==> src/regfile_defs.svh <==
`ifndef REGFILE_DEFS_SVH
`define REGFILE_DEFS_SVH

// datapath and register file sizing
`define DATA_W 16
`define REG_AW 4
`define REG_COUNT 16
`define SHAMT_W 4

`endif
==> src/execPkg.sv <==
`default_nettype none

package execPkg;

  // command opcodes as seen on the requester side
  typedef enum logic [2:0] {
    ADD,
    SUB,
    AND,
    OR,
    XOR,
    LDI,
    SLL,
    SRA
  } opCodeT;

  typedef enum logic [2:0] {
    IDLE,
    EXEC,
    LOAD,
    SHIFT,
    WRITE,
    ACK
  } seqStateT;

endpackage

`default_nettype wire

==> src/execUnitTop.sv <==
`timescale 1ns/1ps
`include "regfile_defs.svh"
`default_nettype none

module execUnitTop (
  input  logic                 clk,
  input  logic                 rstN,
  input  logic                 req,
  input  execPkg::opCodeT      opCode,
  input  logic [`REG_AW-1:0]   dstReg,
  input  logic [`REG_AW-1:0]   srcReg1,
  input  logic [`REG_AW-1:0]   srcReg2,
  input  logic [`DATA_W-1:0]   imm,
  output logic                 ack,
  output logic [`DATA_W-1:0]   result
);

  logic                 regWrite;
  logic                 shiftLoad;
  logic                 shiftStep;
  logic                 counterLoad;
  logic                 selSerial;
  logic                 resultCapture;
  logic                 countDone;
  logic [`DATA_W-1:0]   srcData1;
  logic [`DATA_W-1:0]   srcData2;
  logic [`DATA_W-1:0]   aluOut;
  logic [`DATA_W-1:0]   shiftOut;
  logic [`DATA_W-1:0]   writeData;

  opSequencer seq_i (
    .clk(clk), .rstN(rstN), .req(req), .opCode(opCode), .countDone(countDone),
    .ack(ack), .regWrite(regWrite), .shiftLoad(shiftLoad), .shiftStep(shiftStep),
    .counterLoad(counterLoad), .selSerial(selSerial), .resultCapture(resultCapture)
  );

  // shift amount comes from the low imm bits
  shiftCounter cnt_i (
    .clk(clk), .rstN(rstN), .counterLoad(counterLoad), .amount(imm[`SHAMT_W-1:0]),
    .countStep(shiftStep), .countDone(countDone)
  );

  serialShifter shf_i (
    .clk(clk), .rstN(rstN), .opCode(opCode), .shiftLoad(shiftLoad),
    .shiftStep(shiftStep), .operand(srcData1), .shiftOut(shiftOut)
  );

  aluUnit alu_i (
    .opCode(opCode), .operandA(srcData1), .operandB(srcData2), .imm(imm), .aluOut(aluOut)
  );

  registerFile rf_i (
    .clk(clk), .rstN(rstN), .srcReg1(srcReg1), .srcReg2(srcReg2), .dstReg(dstReg),
    .regWrite(regWrite), .writeData(writeData), .srcData1(srcData1), .srcData2(srcData2)
  );

  assign writeData = selSerial ? shiftOut : aluOut;

  // held for the requester while ack is up
  always_ff @(posedge clk) begin
    if (!rstN) begin
      result <= '0;
    end else if (resultCapture) begin
      result <= writeData;
    end
  end

endmodule

`default_nettype wire

==> src/opSequencer.sv <==
`timescale 1ns/1ps
`include "regfile_defs.svh"
`default_nettype none

module opSequencer (
  input  logic              clk,
  input  logic              rstN,
  input  logic              req,
  input  execPkg::opCodeT   opCode,
  input  logic              countDone,
  output logic              ack,
  output logic              regWrite,
  output logic              shiftLoad,
  output logic              shiftStep,
  output logic              counterLoad,
  output logic              selSerial,
  output logic              resultCapture
);

  import execPkg::*;

  seqStateT state;
  seqStateT nextState;

  always_ff @(posedge clk) begin
    if (!rstN) begin
      state <= IDLE;
    end else begin
      state <= nextState;
    end
  end

  always_comb begin
    nextState = state;
    case (state)
      IDLE: begin
        if (req) begin
          if ((opCode == SLL) || (opCode == SRA)) begin
            nextState = LOAD;
          end else begin
            nextState = EXEC;
          end
        end
      end
      EXEC: begin
        nextState = ACK;
      end
      LOAD: begin
        nextState = SHIFT;
      end
      // one bit per cycle until the counter runs out
      SHIFT: begin
        if (countDone) begin
          nextState = WRITE;
        end
      end
      WRITE: begin
        nextState = ACK;
      end
      ACK: begin
        if (!req) begin
          nextState = IDLE;
        end
      end
      default: begin
        nextState = IDLE;
      end
    endcase
  end

  // ack is registered, so it follows ACK entry by one cycle
  always_ff @(posedge clk) begin
    if (!rstN) begin
      ack <= 1'b0;
    end else begin
      ack <= (state == ACK) && req;
    end
  end

  assign regWrite      = (state == EXEC) || (state == WRITE);
  assign resultCapture = (state == EXEC) || (state == WRITE);
  assign shiftLoad     = (state == LOAD);
  assign counterLoad   = (state == LOAD);
  assign shiftStep     = (state == SHIFT) && !countDone;
  assign selSerial     = (state == WRITE);

  // four-phase rule, ack only drops once req is gone
  assertAckHold : assert property (
    @(posedge clk) disable iff (!rstN)
    $fell(ack) |-> !$past(req)
  );

endmodule

`default_nettype wire

==> src/shiftCounter.sv <==
`timescale 1ns/1ps
`include "regfile_defs.svh"
`default_nettype none

module shiftCounter (
  input  logic                 clk,
  input  logic                 rstN,
  input  logic                 counterLoad,
  input  logic [`SHAMT_W-1:0]  amount,
  input  logic                 countStep,
  output logic                 countDone
);

  logic [`SHAMT_W-1:0] count;

  always_ff @(posedge clk) begin
    if (!rstN) begin
      count <= '0;
    end else if (counterLoad) begin
      count <= amount;
    end else if (countStep) begin
      count <= count - 1'b1;
    end
  end

  // zero amount is done straight after load
  assign countDone = (count == '0);

  assertNoUnderflow : assert property (
    @(posedge clk) disable iff (!rstN)
    countStep |-> (count != '0)
  );

endmodule

`default_nettype wire

==> src/serialShifter.sv <==
`timescale 1ns/1ps
`include "regfile_defs.svh"
`default_nettype none

module serialShifter (
  input  logic                 clk,
  input  logic                 rstN,
  input  execPkg::opCodeT      opCode,
  input  logic                 shiftLoad,
  input  logic                 shiftStep,
  input  logic [`DATA_W-1:0]   operand,
  output logic [`DATA_W-1:0]   shiftOut
);

  import execPkg::*;

  logic [`DATA_W-1:0] shiftReg;

  always_ff @(posedge clk) begin
    if (!rstN) begin
      shiftReg <= '0;
    end else if (shiftLoad) begin
      shiftReg <= operand;
    end else if (shiftStep) begin
      case (opCode)
        SLL: begin
          shiftReg <= {shiftReg[`DATA_W-2:0], 1'b0};
        end
        // sign bit copied in from the top
        SRA: begin
          shiftReg <= {shiftReg[`DATA_W-1], shiftReg[`DATA_W-1:1]};
        end
        default: begin
          shiftReg <= shiftReg;
        end
      endcase
    end
  end

  assign shiftOut = shiftReg;

  // sequencer never loads and steps in the same cycle
  assertLoadStep : assert property (
    @(posedge clk) disable iff (!rstN)
    !(shiftLoad && shiftStep)
  );

endmodule

`default_nettype wire

==> src/aluUnit.sv <==
`timescale 1ns/1ps
`include "regfile_defs.svh"
`default_nettype none

module aluUnit (
  input  execPkg::opCodeT        opCode,
  input  logic [`DATA_W-1:0]     operandA,
  input  logic [`DATA_W-1:0]     operandB,
  input  logic [`DATA_W-1:0]     imm,
  output logic [`DATA_W-1:0]     aluOut
);

  import execPkg::*;

  // single step ops, wrap-around arithmetic
  always_comb begin
    case (opCode)
      ADD: begin
        aluOut = operandA + operandB;
      end
      SUB: begin
        aluOut = operandA - operandB;
      end
      AND: begin
        aluOut = operandA & operandB;
      end
      OR: begin
        aluOut = operandA | operandB;
      end
      XOR: begin
        aluOut = operandA ^ operandB;
      end
      LDI: begin
        aluOut = imm;
      end
      // shifts go through the serial shifter
      default: begin
        aluOut = '0;
      end
    endcase
  end

endmodule

`default_nettype wire

==> src/registerFile.sv <==
`timescale 1ns/1ps
`include "regfile_defs.svh"
`default_nettype none

module registerFile (
  input  logic                 clk,
  input  logic                 rstN,
  input  logic [`REG_AW-1:0]   srcReg1,
  input  logic [`REG_AW-1:0]   srcReg2,
  input  logic [`REG_AW-1:0]   dstReg,
  input  logic                 regWrite,
  input  logic [`DATA_W-1:0]   writeData,
  output logic [`DATA_W-1:0]   srcData1,
  output logic [`DATA_W-1:0]   srcData2
);

  // r0 has no storage, only r1 and up
  logic [`DATA_W-1:0] regs [1:`REG_COUNT-1];

  always_ff @(posedge clk) begin
    if (!rstN) begin
      for (int i = 1; i < `REG_COUNT; i++) begin
        regs[i] <= '0;
      end
    end else if (regWrite && (dstReg != '0)) begin
      regs[dstReg] <= writeData;
    end
  end

  // muxed read ports
  always_comb begin
    if (srcReg1 == '0) begin
      srcData1 = '0;
    end else begin
      srcData1 = regs[srcReg1];
    end
  end

  always_comb begin
    if (srcReg2 == '0) begin
      srcData2 = '0;
    end else begin
      srcData2 = regs[srcReg2];
    end
  end

  // r0 reads zero on either port
  assertZeroReg : assert property (
    @(posedge clk) disable iff (!rstN)
    (srcReg1 == '0) |-> (srcData1 == '0)
  );

  assertZeroReg2 : assert property (
    @(posedge clk) disable iff (!rstN)
    (srcReg2 == '0) |-> (srcData2 == '0)
  );

endmodule

`default_nettype wire

==> config.mk <==
export PLATFORM = sky130hd
export DESIGN_NAME = execUnitTop
export DESIGN_NICKNAME = d
export VERILOG_FILES = /design/src/execPkg.sv /design/src/execUnitTop.sv /design/src/opSequencer.sv /design/src/shiftCounter.sv /design/src/serialShifter.sv /design/src/aluUnit.sv /design/src/registerFile.sv
export VERILOG_INCLUDE_DIRS = /design/src
export SDC_FILE = /design/constraint.sdc
export NUM_CORES = 1
export LEC_CHECK = 0
export BUFFER_PORTS_ARGS = -buffer_cell sky130_fd_sc_hd__buf_4
export CAP_MARGIN = 20
export CORE_MARGIN = 3
export CORE_UTILIZATION = 45
export CTS_BUF_LIST = sky130_fd_sc_hd__clkbuf_2
export DETAILED_ROUTE_END_ITERATION = 6
export SLEW_MARGIN = 20
export SYNTH_ARGS = -nofsm -noshare
export SYNTH_HDL_FRONTEND = slang
export SYNTH_SLANG_ARGS = --single-unit
export TNS_END_PERCENT = 50
==> constraint.sdc <==
create_clock -name clk -period 14.85 [get_ports clk]
set_input_delay 2.97 -clock clk [delete_from_list [all_inputs] [get_ports clk]]
set_output_delay 2.97 -clock clk [all_outputs]
set_load 0.01 [all_outputs]
Word level (Yosys, flattened, before mapping)
Memories as Yosys holds them, arrays and structs flattened.
Index checks and enable logic that the tools add are counted.
W data, S select, Z words.

word-level totals
  RAM bits = 240
  memories kept = 1
  bits in registers = 40

operators by class
  bitwise gates (word level) = 3
  mux-type cells = 21
  add/sub/neg operators = 3
  reduce and logical (&&, ||, !) cells = 20
  equal/unequal tests = 16

memories
  name       depth  bits a word  read ports  clocked after memory_dff  wr ports  line                text
  rf_i.regs  15     16           2           0                         15        registerFile.sv:18  logic [`DATA_W-1:0] regs [1:`REG_COUNT-1];

operator list
  operator               count
  $mux W16               6
  $pmux W16 S6           1
  $pmux W16 S2           1
  $eq A3 B3 Y1 const B   6
  $add A16 B16 Y16       1
  $and A16 B16 Y16       1
  $or A16 B16 Y16        1
  $reduce_or A16 Y1      1
  $sub A16 B16 Y16       1
  $xor A16 B16 Y16       1
  $pmux W3 S5            1
  $eq A3 B2 Y1 const B   4
  $logic_not A4 Y1       3
  $mux W4                3
  $mux W3                3
  $eq A3 B1 Y1 const B   2
  $logic_not A3 Y1       2
  $reduce_and A3 Y1      2
  $mux W1                5
  $ne A2 B1 Y1 const B   2
  $ne A2 B2 Y1 const B   2
  $reduce_bool A2 Y1     2
  $reduce_bool A4 Y1     1
  $sub A4 B1 Y4 const B  1
  7 further kinds        10

Depth between registers and ports, before layout
  depth after elaboration = 8
  depth in mapped cells = 24
  gate-level depth less buffers = 20

By module
Synthesis repeated with hierarchy kept, for this count alone.

unflattened totals
  cells, all modules = 1492
  area, all modules = 17635.7 um2

by module, submodules not included
  module         times used  seq. area each (um2)  area an instance (um2)  cells each
  registerFile   1           7236.9                13135.1                 930
  aluUnit        1           0.0                   2139.6                  309
  serialShifter  1           320.3                 1046.0                  130
  execUnitTop    1           320.3                 824.5                   70
  opSequencer    1           80.1                  267.8                   28
  shiftCounter   1           80.1                  222.7                   25

Worst setup path after synthesis
Ideal clock, no wire load.

  kind = input to register
  from = input port srcReg1[0]
  to = memory rf_i.regs[10][14] (netlist name), data pin
  stages = 19
  required time = 14584 ps
  setup slack = 6948 ps
  arrival time = 7636 ps
  cells stage by stage = clkbuf_1 -> buf_1 -> mux4_2 -> mux4_2 -> nand2_1 -> ha_1 -> inv_1 -> fa_1 -> a21o_1 -> a21oi_1 -> o21bai_1 -> a21oi_1 -> o21bai_1 -> a21bo_2 -> a41oi_1 -> mux2i_1 -> a31o_2 -> buf_1 -> nor2_1

RTL lines
  element          line                text
  start, declared  execUnitTop.sv:11   input logic [`REG_AW-1:0] srcReg1,
  end, declared    registerFile.sv:18

==> flow_summary.toml <==
[outcome]
status = "finished clean"

[clock_network]
h-tree-depth = 3
cts_tree = "yes"
cts_hold_buf = 0
cts-resized-gates = 0
numCtsBuffers = 80
cts-root-buf = "clkbuf_2"
clk_transition_reported_paths_ns = 0.09
cts_max_path_buffers = 3
postCtsSetupRepairBufs = 0
clkSinkCount = 295
worstSkewPairLatency_ns = 0.98

[route]
vias = 12800
wire_per_inst_um = 25.3
firstDrtPassIters = 5
viasPerCell = 6.08
ant_nets = 0
drt_iter0_drc = 1408
route.detailed.drc = 0
drt_wl_total_um = 53300

[power]
power_density_nw_per_um2 = 113
p_sw_frac = 0.343
clkPwrFrac = 0.277
ir_worst_vdd_mv = 0.0560
p_int_w = 0.00140
finalPower_w = 0.00212
power_frac_seq = 0.462
p_leak_nw = 7.34
combPwrFrac = 0.260
power_switching_w = 0.000729

[placed_design]
dp.cells = 1967
gp_congestion = 0.952
port_buffers = 50
placed_cell_area_sq_um = 18100
place.detailed.hpwl_um = 35600

[layout]
fin_nets = 1622
design_area_sq_um = 18800
area_growth_syn_to_layout_pct = 8.87
nFillCells = 3426
fin_cells = 2104
layout_common_cells = "nor2_1, edfxtp_1, mux4_2, clkbuf_2, nand2_1"
drive_gt1_frac = 0.235
final-seq-area_sq_um = 8460
fin_util = 0.497
multi_input_area_sq_um = 8110
layout_commonest_cell = "nor2_1"

[grt]
grt_use_total = 0.262
antenna_found_initial = 3
grt_pass1_wl_um = 79900
gr-total-overflow = 0
grt_max_degree = 49
grt_pass1_vias = 12600

[synth]
synthSimpleGateAreaFrac = 0.129
synth_compound_area_frac = 0.0850
ys_ff_latch = 295
ys_seq_area_frac = 0.490
synth-edff-count = 255
syn-mean-instance-area_sq_um = 11.7
yosys.area_share.adder = 0.0367
syn-cell-area_sq_um = 17200
ys.flop_type = "edfxtp_1"
synth_area_leaders = "edfxtp_1, mux4_2, nor2_1, dfxtp_1, ha_1"
synthCells = 1475
ys_types = 76
synth_area_leader_cell = "edfxtp_1"
synth_top_family_by_area = "multiplexers"
yosys.area.top_type_share = 0.444
ys_async_sr_fraction = 0
muxShareOfSynthArea = 0.203
synth-xor-area-share = 0.0132
ys.warnings.count = 0

[sta]
max_slew.worst_pin.slew_ns = 1.13
fin_skew_ns = 0.102
finalSetupTns_ns = 0
maxSlewViolCount = 0
hold_viol = 0
setup_violations = 0
rsz0062_at_grt = "false"
fmax_ghz = 0.119
relSlewSlack = 0.243
period_share = 0.567
period_needed_ns = 8.41

[die]
die_h_um = 202
die_w_um = 202
dieArea_sq_um = 40700
start_util = 0.457
fp.coreArea_sq_um = 37800
pin_count = 51
rows = 71

[min_path]
hold_class = "reg2reg"

[setup_path]
endpoint_kind = "flop"
crit_slowest_cell = "o31ai_4"
path_class = "in2reg"
crit_family = "compound AO/OA/AOI/OAI gates"
crit_arrival_ns = 9.10
worst-path-buf-inv = 3
cp-start-kind = "primary input"
cp.required_ns = 15.53
path_max_fanout = 48
path_cells = "buf_4, buf_4, mux4_2, a22o_1, a221oi_2, inv_1, nor3_1, a31oi_1, xnor2_1, ha_1, a21o_1, o32ai_1, a21o_1, o21ai_0, a41o_1, a31oi_1, nor3_2, o31ai_4, nor2_1"
critPathMaxStageDelay_ns = 0.83

[run]
maxCapViolCount = 0
-- metal layers --
layer,GRT usage,part of all wire,up-vias
li1,-,-,5613
met1,0.348,0.40,6355
met2,0.415,0.47,702
met3,0.0675,0.10,127
met4,0.103,0.034,2
met5,0,0.00026,-
-- path summary, 6_finish.rpt --
path,from,end,slack [ns],depth (start not counted)
min,result[11]$_SDFFE_PN0N_,result[11]$_SDFFE_PN0N_,0.50,2
max reg2reg,rf_i.regs[15][0]$_SDFFCE_PN0P_,rf_i.regs[6][15]$_SDFFCE_PN0P_,9.24,16
min reg2reg,result[11]$_SDFFE_PN0N_,result[11]$_SDFFE_PN0N_,0.50,2
max,srcReg2[0],rf_i.regs[6][15]$_SDFFCE_PN0P_,6.44,19
-- per-stage QoR --
stage | hold WS, ns | setup WS (ns)
after global routing | 0.525 | 6.08
after global placement | 0.465 | 5.63
after detailed placement | 0.483 | 5.54
final | 0.498 | 6.44
after CTS | 0.508 | 6.59
after floorplan | 0.460 | 6.95
-- power by group through the flow --
| stage | Sequential, W | Combinational (W) | Clock (W) |
|---|---|---|---|
| 2_1_floorplan | 0.000990 | 0.000371 | 0 |
| 3_3_place_gp | 0.000998 | 0.000540 | 0 |
| 3_5_place_dp | 0.00100 | 0.000545 | 0 |
| 4_1_cts | 0.000981 | 0.000548 | 0.000607 |
| 5_1_grt | 0.000988 | 0.000597 | 0.000647 |
| 6_report | 0.000982 | 0.000553 | 0.000589 |
-- layout make-up --
type,count,share of cell area
well taps,511,0.0340
clock buffers,117,0.0312
diodes,1,0.000133
multi-input cells,1016,0.432
repair buffers,83,0.0332
clock inverters,19,0.00686
flip-flops and latches,295,0.450
inverters,62,0.0124
-- flip-flops by register name, summed over array words and instances, names as in the netlist --
name,flops
rf_i.regs,255
result,16
shf_i.shiftOut,16
cnt_i.count,4
seq_i.state,3
seq_i.ack,1
-- kinds of logic after synthesis --
logic type,after synthesis
muxes,183
and+or+nand+nor,525
buffers and inverters,178
xor gates and xnor gates,26
adders and majority gates,50
other,1
DFF,295
AOI/OAI and AO/OA,217
-- synth_stat cells (13+ instances only) --
cell type,n
mux4_2,132
buf_1,15
clkbuf_1,84
nor2_1,317
inv_1,60
dfxtp_1,40
ha_1,49
nand2_1,109
nor2b_1,13
edfxtp_1,255
nand3_1,13
nor3_1,13
a211oi_1,15
mux2i_1,40
a221oi_1,22
o21ai_0,28
a21oi_1,67
xnor2_1,21
-- tightest hold or removal path: cells and delay by family, from the launching register on --
| family | cells | cell delay [ns] |
|---|---|---|
| AND/OR/NAND/NOR | 1 | 0.06 |
| AO/OA/AOI/OAI | 1 | 0.06 |
| flip-flops | 1 | 0.34 |
Power figures use the tool's default switching activity.
